File: src/rtl/net_pkg.sv
/* Packet layout is fixed at 12 bytes with the payload in the low 64 bits.
   The key must stay twice the payload width for the mask rule. */
package net_pkg;

    localparam int pkt_bytes = 12;
    localparam int pkt_w = pkt_bytes * 8;
    localparam int payload_w = 64;
    localparam int hdr_w = pkt_w - payload_w;  // 32 bits of header
    localparam int dest_w = 4;
    localparam int key_w = 128;

    // Key value loaded at reset
    localparam logic [key_w-1:0] key_seed = 128'h3c6e_f372_a54f_f53a_510e_527f_9b05_688c;

    typedef logic [dest_w-1:0] dest_t;

    // Same word seen as raw bits or as header plus payload
    typedef union packed {
        logic [pkt_w-1:0] raw;
        struct packed {
            logic [hdr_w-1:0]     hdr;      // Passed through unchanged
            logic [payload_w-1:0] payload;  // Masked on the way out
        } fields;
    } pkt_word_u;

endpackage

File: src/rtl/pkt_buf_if.sv
/* Link between packet buffer and controller. Push only while full is low,
   pop only while empty is low; head entry is valid whenever empty is low. */
interface pkt_buf_if #(
    parameter int buf_depth = 4
);

    // Write side, from the controller
    logic               push;
    net_pkg::pkt_word_u push_pkt;
    net_pkg::dest_t     push_dest;

    logic               pop;        // Read side, from the controller

    // Head of queue and status, from the buffer
    net_pkg::pkt_word_u head_pkt;
    net_pkg::dest_t     head_dest;
    logic               full;
    logic               empty;
    logic [$clog2(buf_depth):0] count;  // Occupancy, owned by the buffer

    modport store (
        input  push, push_pkt, push_dest, pop,
        output head_pkt, head_dest, full, empty, count
    );

    modport access (
        output push, push_pkt, push_dest, pop,
        input  head_pkt, head_dest, full, empty
    );

endinterface

File: src/rtl/key_mask_gen.sv
/* Key register and payload mask. The key advances only on advance, mixing in
   the sent destination; mask follows the key with no register stage. */
module key_mask_gen (
    input  logic                          clk,
    input  logic                          rst,
    input  logic                          advance,
    input  net_pkg::dest_t                adv_dest,
    output logic [net_pkg::payload_w-1:0] mask
);

    localparam int key_w = net_pkg::key_w;
    localparam int dest_w = net_pkg::dest_w;
    localparam int half_w = net_pkg::payload_w;

    logic [key_w-1:0] key;
    logic [dest_w-1:0] feedback;

    // Old top nibble folded with the destination of the sent packet
    assign feedback = key[key_w-1 -: dest_w] ^ adv_dest;

    always_ff @(posedge clk or posedge rst) begin
        if (rst) begin
            key <= net_pkg::key_seed;
        end else if (advance) begin
            key <= {key[key_w-dest_w-1:0], feedback};  // Shift up one nibble
        end
    end

    // Upper half folded onto lower half
    assign mask = key[key_w-1 -: half_w] ^ key[half_w-1:0];

endmodule

File: src/rtl/net_host_ctrl.sv
/* Admission on the write side plus the IDLE, PROCESS, SEND machine.
   One packet leaves every three cycles; packets seen while full are dropped. */
module net_host_ctrl #(
    parameter int buf_depth = 4
) (
    input  logic                          clk,
    input  logic                          rst,
    input  net_pkg::pkt_word_u            packet_in,
    input  logic                          packet_valid,
    input  net_pkg::dest_t                dest_addr,
    input  logic [net_pkg::payload_w-1:0] mask,
    pkt_buf_if.access                     bus,
    output logic                          advance,
    output net_pkg::dest_t                adv_dest,
    output net_pkg::pkt_word_u            packet_out,
    output logic                          packet_ready,
    output logic                          route_error
);

    localparam logic [1:0] st_idle    = 2'd0;
    localparam logic [1:0] st_process = 2'd1;
    localparam logic [1:0] st_send    = 2'd2;

    logic [1:0] state;
    logic sending;
    net_pkg::pkt_word_u sent_word;

    // Pointer wrap in the buffer relies on this
    if (buf_depth < 2 || (buf_depth & (buf_depth - 1)) != 0) begin : g_depth_check
        $error("buf_depth must be a power of two of 2 or more");
    end

    // Write side runs on its own, in any state
    assign bus.push      = packet_valid && !bus.full;
    assign bus.push_pkt  = packet_in;
    assign bus.push_dest = dest_addr;

    always_ff @(posedge clk or posedge rst) begin
        if (rst) begin
            route_error <= 1'b0;
        end else begin
            route_error <= packet_valid && bus.full;  // Dropped packet
        end
    end

    // Pop edge is the edge that leaves SEND
    assign sending  = (state == st_send);
    assign bus.pop  = sending;
    assign advance  = sending;
    assign adv_dest = bus.head_dest;  // Key takes the destination of the sent packet

    // Header kept as stored, payload masked with the current key
    always_comb begin
        sent_word.fields.hdr     = bus.head_pkt.fields.hdr;
        sent_word.fields.payload = bus.head_pkt.fields.payload ^ mask;
    end

    always_ff @(posedge clk or posedge rst) begin
        if (rst) begin
            state <= st_idle;
        end else begin
            case (state)
                st_idle: begin
                    if (!bus.empty) begin
                        state <= st_process;
                    end
                end
                st_process: state <= st_send;
                st_send:    state <= st_idle;
                default:    state <= st_idle;
            endcase
        end
    end

    // Output register, loaded only at the pop edge
    always_ff @(posedge clk or posedge rst) begin
        if (rst) begin
            packet_out   <= '0;
            packet_ready <= 1'b0;
        end else begin
            packet_ready <= sending;  // One cycle, since SEND never repeats
            if (sending) begin
                packet_out <= sent_word;
            end
        end
    end

endmodule

File: src/rtl/net_host_top.sv
/* Network host top level. No back-pressure on the output; overflow is
   handled only by dropping the packet and raising route_error. */
module net_host_top #(
    parameter int buf_depth = 4
) (
    input  logic                        clk,
    input  logic                        rst,
    input  logic [net_pkg::pkt_w-1:0]   packet_in,
    input  logic                        packet_valid,
    input  logic [net_pkg::dest_w-1:0]  dest_addr,
    output logic [net_pkg::pkt_w-1:0]   packet_out,
    output logic                        packet_ready,
    output logic                        route_error
);

    logic                          advance;
    net_pkg::dest_t                adv_dest;
    logic [net_pkg::payload_w-1:0] mask;

    pkt_buf_if #(.buf_depth(buf_depth)) buf_bus ();

    pkt_buffer #(.buf_depth(buf_depth)) u_buffer (
        .clk (clk),
        .rst (rst),
        .bus (buf_bus.store)
    );

    key_mask_gen u_key (
        .clk      (clk),
        .rst      (rst),
        .advance  (advance),
        .adv_dest (adv_dest),
        .mask     (mask)
    );

    net_host_ctrl #(.buf_depth(buf_depth)) u_ctrl (
        .clk          (clk),
        .rst          (rst),
        .packet_in    (packet_in),
        .packet_valid (packet_valid),
        .dest_addr    (dest_addr),
        .mask         (mask),
        .bus          (buf_bus.access),
        .advance      (advance),
        .adv_dest     (adv_dest),
        .packet_out   (packet_out),
        .packet_ready (packet_ready),
        .route_error  (route_error)
    );

endmodule

File: src/rtl/pkt_buffer.sv
/* Circular packet queue, buf_depth a power of two of 2 or more.
   Push and pop in the same cycle leave the count unchanged. */
module pkt_buffer #(
    parameter int buf_depth = 4
) (
    input logic      clk,
    input logic      rst,
    pkt_buf_if.store bus
);

    localparam int idx_w = $clog2(buf_depth);
    localparam int cnt_w = idx_w + 1;

    net_pkg::pkt_word_u pkt_mem [buf_depth];
    net_pkg::dest_t     dest_mem [buf_depth];

    logic [idx_w-1:0] head;  // Oldest entry
    logic [idx_w-1:0] tail;  // Next free slot

    // Storage, written at the tail
    always_ff @(posedge clk) begin
        if (bus.push) begin
            pkt_mem[tail]  <= bus.push_pkt;
            dest_mem[tail] <= bus.push_dest;
        end
    end

    // Pointers and occupancy
    always_ff @(posedge clk or posedge rst) begin
        if (rst) begin
            head      <= '0;
            tail      <= '0;
            bus.count <= '0;
        end else begin
            if (bus.push) begin
                tail <= tail + 1'b1;  // Wraps on its own
            end
            if (bus.pop) begin
                head <= head + 1'b1;
            end
            case ({bus.push, bus.pop})
                2'b10:   bus.count <= bus.count + 1'b1;
                2'b01:   bus.count <= bus.count - 1'b1;
                default: bus.count <= bus.count;  // Idle, or push and pop together
            endcase
        end
    end

    assign bus.full  = (bus.count == cnt_w'(buf_depth));
    assign bus.empty = (bus.count == '0);

    // Head presented without a register stage
    assign bus.head_pkt  = pkt_mem[head];
    assign bus.head_dest = dest_mem[head];

endmodule

File: config.mk
export PLATFORM = sky130hd
export DESIGN_NAME = net_host_top
export DESIGN_NICKNAME = d
export VERILOG_FILES = /design/src/rtl/net_pkg.sv /design/src/rtl/pkt_buf_if.sv /design/src/rtl/key_mask_gen.sv /design/src/rtl/net_host_ctrl.sv /design/src/rtl/net_host_top.sv /design/src/rtl/pkt_buffer.sv
export SDC_FILE = /design/constraint.sdc
export NUM_CORES = 1
export LEC_CHECK = 0
export BUFFER_PORTS_ARGS = -buffer_cell sky130_fd_sc_hd__buf_2
export CORE_MARGIN = 2
export CORE_UTILIZATION = 40
export CTS_CLUSTER_SIZE = 16
export DETAILED_ROUTE_END_ITERATION = 8
export GPL_TIMING_DRIVEN = 0
export PLACE_DENSITY = 0.6
export SKIP_LAST_GASP = 1
export SYNTH_ARGS = -nofsm -noshare
export SYNTH_HDL_FRONTEND = slang
export SYNTH_SLANG_ARGS = --single-unit
File: constraint.sdc
create_clock -name clk -period 9 [get_ports clk]
set_clock_uncertainty 0.15 [all_clocks]
set_input_delay 0.9 -clock clk [delete_from_list [all_inputs] [get_ports clk]]
set_output_delay 0.9 -clock clk [all_outputs]
set_load 0.03 [all_outputs]
; Word-level counts from Yosys, hierarchy flattened
; Memory sizes are Yosys's and may differ from the RTL's.
; Cells that the tools add are included.
[classes]
mux = 5
n_addsub = 4
bitwise_logic = 3
reduce_logical = 6
eq_ne = 6
[ops]
columns = operator, count
row1 = 64-bit XOR, 2
row2 = 3-bit case mux with 2 select lines, 1
row3 = "2-bit by 1-bit adder with 2-bit output, second input constant", 2
row4 = "2-bit by 1-bit == test with 1-bit output, second input constant", 2
row5 = "2-bit == test, second input constant", 2
row6 = 2-bit case mux with 2 select lines, 1
row7 = 4-bit XOR, 1
row8 = "3-bit by 1-bit adder with 3-bit output, second input constant", 1
row9 = "3-bit == test, second input constant", 1
row10 = 3-bit logical NOT, 1
row11 = "3-bit by 1-bit subtractor with 3-bit output, second input constant", 1
row12 = 1-bit logical AND, 2
row13 = 2-bit logical NOT, 1
row14 = 1-bit two-way mux, 2
row15 = 2-bit two-way mux, 1
row16 = "2-bit != test, second input constant", 1
row17 = 2-bit nonzero test, 1
row18 = 1-bit logical NOT, 1
[totals]
output_inout_bits = 98
ram_bits = 400
inputBits = 103
wordCells = 34
mem_count = 2
register_bits = 235
[memory_table]
columns = memory, words, word_bits, read_ports, rd_ports_with_merged_regs, write_ports, line
row1 = u_buffer.pkt_mem, 4, 96, 1, 0, 1, pkt_buffer.sv:14  ; net_pkg::pkt_word_u pkt_mem [buf_depth];
row2 = u_buffer.dest_mem, 4, 4, 1, 0, 1, pkt_buffer.sv:15  ; net_pkg::dest_t dest_mem [buf_depth];

; Depth between registers and ports, before layout
; Gate-level depths: netlist (run 1).
[logic_depth]
ltp_word = 5
mapped_depth = 11
depth_no_buf = 9

; Modules after synthesis
; From an unflattened synthesis (run 1), not the netlist that was laid out.
[hier_totals]
cells_unflattened = 1285
hier_area_um2 = 25769.7
[modules_own_cells]
columns = mod, seq_area_each_um2, instances, area_per_inst_um2, cells_per_inst
row1 = pkt_buffer, 12186.7, 1, 14834.2, 559
row2 = key_mask_gen, 3286.9, 1, 5725.5, 344
row3 = net_host_ctrl, 2502.4, 1, 5210.0, 382

; Worst setup path before layout (run 1)
; Ideal clock, no wire load.
[synth_timing]
path_type = input port to flip-flop
from = in packet_valid
to = mem u_buffer.dest_mem[0][0] in the netlist's numbering, enable pin
path_slack_ns = 4.758
required_ns = 8.380
arrival_time_ns = 3.622
setup_time_ns = 0.470
cell_stages = 2
path_buffers = 0
cell_sequence = a21boi_1 and2_1
[synth_between]
elab_chain_len = 3
[synth_rtl]
columns = item, line
row1 = "start, declared", net_host_top.sv:9  ; input logic packet_valid,
row2 = 1-bit logical AND, net_host_ctrl.sv:34  ; assign bus.push = packet_valid && !bus.full;
row3 = 1-bit two-way mux, pkt_buffer.sv:22  ; if (bus.push) begin
row4 = 1-bit two-way mux (implied by the code), pkt_buffer.sv:24  ; dest_mem[tail] <= bus.push_dest;
row5 = "end, declared", pkt_buffer.sv:15
; Every way passes these cells.

; Worst setup path in the final report (run 1)
[layout_timing]
from = reg u_ctrl.state[0]
to = reg u_buffer.bus.count[2]
[layout_between]
elab_chain_len = 3
word_cells_on_any_way = 5
classes_between = 3 x eq/ne / 1 x mux / 1 x reduce/logical
[layout_rtl]
columns = item, line
row1 = "start, declared", net_host_ctrl.sv:24  ; logic [1:0] state;
row2 = "start signal, assigned", net_host_ctrl.sv:60  ; state <= st_idle;
row3 = "start signal, assigned", net_host_ctrl.sv:65  ; state <= st_process;
row4 = "start signal, assigned", net_host_ctrl.sv:68  ; st_process: state <= st_send;
row5 = 2-bit == test *, net_host_ctrl.sv:47  ; assign sending = (state == st_send);
row6 = via advance, net_host_top.sv:16  ; logic advance;
row7 = 2-bit by 1-bit == test with 1-bit output or 2-bit == test (tied branches), pkt_buffer.sv:41  ; case ({bus.push, bus.pop})
row8 = 3-bit case mux with 2 select lines or 2-bit nonzero test (tied branches), n/a
row9 = "end signal, assigned", pkt_buffer.sv:42  ; 2'b10: bus.count <= bus.count + 1'b1;
row10 = "end signal, assigned", pkt_buffer.sv:43  ; 2'b01: bus.count <= bus.count - 1'b1;
row11 = "end signal, assigned", pkt_buffer.sv:44  ; default: bus.count <= bus.count;
row12 = "end, declared", pkt_buf_if.sv:23  ; output head_pkt, head_dest, full, empty, count
; Mark *: on every way through the listed nets, which the timed path passes. The rest lies on a longest branch.
; A chain may end at the register's enable or synchronous reset.

==> results.tsv, run 1 <==
stage	metric	value	unit
timing	finalCriticalPeriod	3.32	ns
pwr	p_int	0.00663	W
yosys	synth_area_leaders	edfxtp_1 (49%), dfrtp_1 (17%), mux4_2 (9.2%)	
placement	port_buffers	200	
yosys	synth_nets	1687	
route	via_per_inst	4.87	
pwr	swShare	0.336	
die	num_rows	90	
yosys	synth_area	0.0244	mm²
yosys	synth_edf_count	400	
route	wl	54100	µm
setup_path	crit_start	u_ctrl.state[0]$_DFFE_PP0P_	
setup_path	arrival	3.69	ns
cells_and_area	fillers	5252	
clock_tree	path_clk_slew	0.06	ns
timing	grt_setup_unrepaired	false	
die	die_h	251	µm
route	drc_errors	0	
route	initialDrtViolationCount	847	
pwr	power_density	347	mW/mm²
cells_and_area	area_growth	18.0	%
die	coreArea	0.0604	mm²
placement	hpwl	35400	µm
yosys	ys_seq_elements	635	
cells_and_area	design_area	0.0288	mm²
clock_tree	cts_buffers	68	
yosys	yosysUniqueCellTypes	26	
global_routing	track_usage	0.176	
setup_path	worstSetupEndpointType	flip-flop	
timing	max_freq	0.301	GHz
setup_path	r2r_end	u_buffer.bus.count[2]$_DFFE_PP0P_	
global_routing	grt_first_pass_wirelength	82900	µm
die	pin_count	201	
pwr	p_clk_frac	0.269	
clock_tree	clockBufferDepth	3	
pwr	p_seq_frac	0.417	
pwr	ir_drop	0.000193	V
pwr	pwr-share-comb	0.314	
clock_tree	tritoncts	built	
clock_tree	htreeDepth	3	
global_routing	antenna_found_initial	9	
die	initial_core_util	0.404	
flow_run	max_cap_violations	0	
cells_and_area	drive_gt1_frac	0.275	
die	die_width	251	µm
route	via_count	13100	
die	dieArea	0.0629	mm²
placement	place_area	0.0266	mm²
yosys	synthFlopType	edfxtp_1	
min_path	hold_class	flip-flop to flip-flop	
yosys	yosysTopAreaCell	edfxtp_1	
global_routing	overflow	0	
status	run_status	complete, no violations	
pwr	power.switching	0.00335	W
yosys	synth-async-reset-ratio	0.370	
setup_path	worstSetupEndpoint	u_buffer.bus.count[2]$_DFFE_PP0P_	
setup_path	timing.rr.start	u_ctrl.state[0]$_DFFE_PP0P_	
setup_path	path_class	flip-flop to flip-flop	
route	wl_per_cell	20.1	µm
clock_tree	cts_sinks	635	
timing	fin_setup_tns	0	ns
route	drt_first_pass_iters	5	
global_routing	grt_max_degree	125	
yosys	ys_seq_area_frac	0.737	
timing	slew_headroom	0.425	
timing	finalMaxSlewViolations	0	
global_routing	grt_pass1_vias	13900	
timing	worst_pin_slew	0.862	ns
clock_tree	clockRootBuffer	clkbuf_16	
clock_tree	post-cts-setup-buffers	0	
yosys	syn_inst	1578	
setup_path	rrSetupSlack	5.68	ns
yosys	synth.avg_cell_area	15.4	µm²
setup_path	reg2reg_depth	11	
clock_tree	clk_latency	0.60	ns
cells_and_area	layout.nets	1966	
min_path	holdPathStages	1	
placement	gp_congestion	0.752	
timing	setup_viol	0	
pwr	cellLeakagePower	11.7	nW
setup_path	critical_path.max_fanout	11	
yosys	yosysWarnings	0	
route	antenna_left	0	
clock_tree	hold_buffers	0	
setup_path	required	9.37	ns
clock_tree	post_cts_resized	0	
setup_path	critPathLaunchType	flip-flop	
timing	whs	0.307	ns
timing	finalHoldViolCount	0	
yosys	synth_top_area_frac	0.493	
timing	period_share	0.369	
[area by class of cell]
| type | instances | area [µm²] | area share |
|---|---|---|---|
| buffer | 71 | 385 | 0.0134 |
| clock inverter | 32 | 233 | 0.00809 |
| clock buffer | 94 | 1930 | 0.0672 |
| sequential | 635 | 18000 | 0.625 |
| timing repair buffer | 209 | 1230 | 0.0426 |
| tap | 782 | 978 | 0.0340 |
| multi-input combinational | 864 | 6000 | 0.208 |
| inverter | 8 | 37.5 | 0.00130 |
| antenna | 2 | 5.00 | 0.000174 |
[synth_stat cells (2+ instances only)]
library cell  number
nand2_1          538
edfxtp_1         400
dfrtp_1          168
mux4_2           100
xnor2_1           72
dfstp_2           67
xor2_1            66
o21ai_1           43
buf_2             35
o21ai_0           26
clkbuf_1          22
buf_6              9
inv_1              7
ha_1               5
and2_1             4
buf_1              3
buf_4              2
nor2_1             2
nor3_1             2
[logic make-up after synthesis]
logic type	after synthesis	synth area share
and+or+nand+nor	549	0.0853
AOI/OAI and AO/OA	70	0.0145
buffers and inverters	79	0.0170
muxes	101	0.0928
DFF	635	0.737
adders and majority gates	6	0.00339
xor gates and xnor gates	138	0.0496
[cell usage in the layout (no fill, tap or decap), drive strengths merged]
master	synthesis	layout
nand2	538	538
edfxtp	400	400
buf	49	258
dfrtp	168	168
clkbuf	22	116
mux4	100	100
xnor2	72	72
o21ai	69	69
dfstp	67	67
xor2	66	66
clkinv	1	26
inv	7	10
ha	5	5
and2	4	4
diode	0	2
nor2	2	2
nor3	2	2
bufinv	0	2
clkinvlp	0	2
nand2b	1	1
a21boi	1	1
and3	1	1
mux2	1	1
nor2b	1	1
fa	1	1
[worst max-delay path: stages, from the launching register on]
cell and delay [ns]:
dfrtp_1 0.38, nand2b_1 0.38, buf_2 0.38, clkinv_1 0.15
buf_2 0.28, buf_2 0.37, ha_1 0.25, inv_1 0.07
fa_1 0.39, xor2_1 0.16, nor2_1 0.11, xor2_1 0.16
[per-stage QoR]
step           utilization  power [W]  worst slack (ns)  cells
6_report             0.477    0.00998              5.68   2697
3_3_place_gp         0.437    0.00738             -1.77   2560
5_1_grt              0.477     0.0105              5.49   2695
2_1_floorplan            -    0.00640              1.61   1578
3_5_place_dp         0.441    0.00745              5.54   2569
4_1_cts              0.477     0.0102              5.53   2695
[how the worst min path moves through the flow]
stage,endpoint,from,slack (ns)
after detailed placement,u_ctrl.state[0]$_DFFE_PP0P_,u_ctrl.state[0]$_DFFE_PP0P_,0.30
after global placement,u_ctrl.state[0]$_DFFE_PP0P_,u_ctrl.state[0]$_DFFE_PP0P_,0.28
after floorplan,u_ctrl.state[0]$_DFFE_PP0P_,u_ctrl.state[0]$_DFFE_PP0P_,0.27
after global routing,u_buffer.pkt_mem[3][45]$_DFFE_PP_,packet_in[45],0.32
after CTS,u_ctrl.state[0]$_DFFE_PP0P_,u_ctrl.state[0]$_DFFE_PP0P_,0.31
final,u_ctrl.state[1]$_DFFE_PP0P_,u_ctrl.state[1]$_DFFE_PP0P_,0.31
[power groups by stage]
stage / sequential, W / clock, W / combinational (W)
floorplan: 0.00461 / 0 / 0.00179
global placement: 0.00428 / 0 / 0.00311
detailed placement: 0.00422 / 0 / 0.00322
CTS: 0.00417 / 0.00276 / 0.00323
global route: 0.00423 / 0.00288 / 0.00343
finish: 0.00416 / 0.00269 / 0.00313
[sequential cells by signal, indices dropped and copies added (netlist names)]
| name | count |
|---|---|
| u_buffer.bus.count | 3 |
| u_buffer.dest_mem | 16 |
| u_buffer.head | 2 |
| u_buffer.pkt_mem | 384 |
| u_buffer.tail | 2 |
| u_ctrl.packet_out | 96 |
| u_ctrl.packet_ready | 1 |
| u_ctrl.route_error | 1 |
| u_ctrl.state | 2 |
| u_key.key | 128 |
[metal layers]
layer  routed length [µm]  global-route usage
met1                22500               0.218
met2                27100               0.301
met3                 3250              0.0504
met4                 1100              0.0483
met5                   88                   0
(Power assumes the default switching activity.)
==> run 2, diff against run 1 <==
--- a/config.mk
+++ b/config.mk
@@ -11,7 +11,7 @@
 export CTS_CLUSTER_SIZE = 16
 export DETAILED_ROUTE_END_ITERATION = 8
 export GPL_TIMING_DRIVEN = 0
-export PLACE_DENSITY = 0.6
+export PLACE_DENSITY = 0.62
 export SKIP_LAST_GASP = 1
 export SYNTH_ARGS = -nofsm -noshare
 export SYNTH_HDL_FRONTEND = slang
==> constraint.sdc (replaced) <==
create_clock -name clk -period 2.7 [get_ports clk]
set_clock_uncertainty 0.15 [all_clocks]
set_input_delay 0.27 -clock clk [delete_from_list [all_inputs] [get_ports clk]]
set_output_delay 0.27 -clock clk [all_outputs]
set_load 0.03 [all_outputs]
==> run 2 against run 1 <==
Compared with the run above:
- via count rose by 3.7%
- die area did not move
- highest routed layer unchanged
- clock-buffer cell count fell by 6
- utilization rose by 1.8 points
- largest power group unchanged
- flip-flop and latch count did not move
- critical endpoint is now u_buffer.pkt_mem[3][12]$_DFFE_PP_
- combinational power rose to 3.4 times the previous value
==> results.tsv, run 2 (synthesized netlist as in run 1, its figures left out) <==
stage	metric	value	unit
pwr	p_seq_frac	0.416	
route	via_per_inst	4.86	
placement	gp_congestion	0.758	
cells_and_area	layout.cells.non_filler	2803	
setup_path	crit_slowest_cell	and2_4	
route	via_count	13600	
setup_path	worstSetupEndpointType	flip-flop	
timing	whs	0.200	ns
timing	finalMaxSlewViolations	0	
pwr	ir_drop	0.000720	V
pwr	p_clk_frac	0.270	
setup_path	worstPathCellList	nor2_1 > a21boi_1 > and2_4 > buf_16	
timing	grt_setup_unrepaired	true	
status	run_status	complete, no violations	
global_routing	overflow	0	
die	coreArea	0.0604	mm²
placement	dpl.cell_count	2570	
setup_path	rrSetupSlack	0.01	ns
clock_tree	cts_buffers	67	
route	drt_first_pass_iters	5	
die	dieArea	0.0629	mm²
timing	setup_viol	0	
setup_path	arrival	2.79	ns
cells_and_area	layout.nets	2073	
cells_and_area	drive_gt1_frac	0.266	
setup_path	critical-path-top-delay-family	simple AND/OR/NAND/NOR gates	
clock_tree	clockBufferDepth	3	
timing	finalHoldViolCount	0	
route	initialDrtViolationCount	846	
flow_run	max_cap_violations	0	
clock_tree	clockRootBuffer	clkbuf_16	
global_routing	track_usage	0.177	
placement	hpwl	35300	µm
clock_tree	htreeDepth	3	
setup_path	critical_path.max_fanout	51	
pwr	pwr-share-comb	0.314	
global_routing	grt_pass1_vias	14400	
die	initial_core_util	0.404	
cells_and_area	fillers	5289	
cells_and_area	largest_reg_flops	384	
pwr	power_density	1120	mW/mm²
setup_path	cp_num_buf_inv	1	
die	die_width	251	µm
global_routing	grt_max_degree	52	
global_routing	antenna_found_initial	4	
die	die_h	251	µm
die	num_rows	90	
timing	slew_headroom	0.409	
setup_path	r2r_end	u_buffer.pkt_mem[3][12]$_DFFE_PP_	
timing	period_share	0.995	
setup_path	timing.rr.start	u_buffer.bus.count[0]$_DFFE_PP0P_	
cells_and_area	top_register	u_buffer.pkt_mem	
cells_and_area	top_regs	u_buffer.pkt_mem (384), u_key.key (128), u_ctrl.packet_out (96)	
route	wl	54200	µm
route	antenna_left	0	
clock_tree	clk_latency	0.60	ns
setup_path	slowest_delay	0.82	ns
setup_path	reg2reg_depth	4	
route	drc_errors	0	
placement	port_buffers	200	
pwr	cellLeakagePower	12.2	nW
pwr	power.switching	0.0112	W
pwr	swShare	0.335	
clock_tree	path_clk_slew	0.06	ns
cells_and_area	most-common-layout-cells	nand2_1 (538), edfxtp_1 (400), buf_2 (232)	
cells_and_area	final_common_cell	nand2_1	
setup_path	critPathLaunchType	flip-flop	
timing	worst_pin_slew	0.886	ns
global_routing	grt_first_pass_wirelength	84700	µm
clock_tree	tritoncts	built	
timing	finalCriticalPeriod	2.69	ns
cells_and_area	area_growth	22.5	%
die	pin_count	201	
clock_tree	cts_sinks	635	
route	wl_per_cell	19.4	µm
setup_path	path_class	flip-flop to flip-flop	
min_path	hold_class	primary input to asynchronous set/reset pin	
pwr	p_int	0.0222	W
timing	max_freq	0.372	GHz
setup_path	required	2.80	ns
timing	fin_setup_tns	0	ns
## run 2: how the worst max path moves through the flow
stage	startpoint	to	slack (ns)	cells after the start
after floorplan	rst	u_buffer.bus.count[0]$_DFFE_PP0P_	-0.74	1
after global placement	rst	u_ctrl.packet_out[84]$_DFFE_PP0P_	-2.60	2
after detailed placement	u_ctrl.state[0]$_DFFE_PP0P_	u_buffer.bus.count[2]$_DFFE_PP0P_	-0.81	11
after CTS	u_buffer.bus.count[0]$_DFFE_PP0P_	u_buffer.pkt_mem[2][12]$_DFFE_PP_	-0.06	4
after global routing	u_buffer.bus.count[0]$_DFFE_PP0P_	u_buffer.pkt_mem[3][12]$_DFFE_PP_	-0.16	4
final	u_buffer.bus.count[0]$_DFFE_PP0P_	u_buffer.pkt_mem[3][12]$_DFFE_PP_	0.01	4
## run 2: layout make-up
class	count	area (µm²)	share of cell area
Multi-Input combinational cell	864	6010	0.201
Inverter	8	33.8	0.00113
Tap cell	782	978	0.0328
Buffer	70	393	0.0132
Antenna cell	2	5.00	0.000168
Sequential cell	635	18000	0.602
Timing Repair Buffer	318	2300	0.0769
Clock buffer	88	1850	0.0619
Clock inverter	36	319	0.0107
## run 2: repair_timing
item                                    in CTS  in global routing
hold endpoints to repair                   428                  0
pin swaps                                    3                  3
gates resized for setup                      7                  0
buffers inserted                             0                  6
hold buffers                               102                  0
endpoints found under the setup margin     252                206
## run 2: power groups by stage
stage	clock (W)	sequential (W)	combinational, W
6_report	0.00901	0.0139	0.0105
5_1_grt	0.00962	0.0142	0.0115
4_1_cts	0.00925	0.0139	0.0108
3_5_place_dp	0	0.0141	0.0106
3_3_place_gp	0	0.0141	0.0103
2_1_floorplan	0	0.0153	0.00599
## run 2: per-layer routing
metal  vias to the layer above  global-route usage  wire length [µm]  part of all wire
met4                         4              0.0500               941             0.017
li1                       6321                   -                 -                 -
met2                       264               0.302             27100              0.50
met3                        67              0.0391              2840             0.052
met5                         -                   0                31           0.00057
met1                      6972               0.228             23300              0.43
## run 2: worst min-delay path: cells and delay by family
kind / cells / cell delay (ns)
buffers and inverters: 3 / 1.15
## run 2: per-stage QoR
step | power (W) | instance area (µm²) | setup slack [ns] | util
2_1_floorplan | 0.0213 | 24400 | -0.743 | -
3_5_place_dp | 0.0247 | 26600 | -0.811 | 0.441
6_report | 0.0334 | 29900 | 0.0127 | 0.495
4_1_cts | 0.0340 | 29800 | -0.0568 | 0.494
3_3_place_gp | 0.0245 | 26400 | -2.60 | 0.437
5_1_grt | 0.0353 | 29900 | -0.164 | 0.495
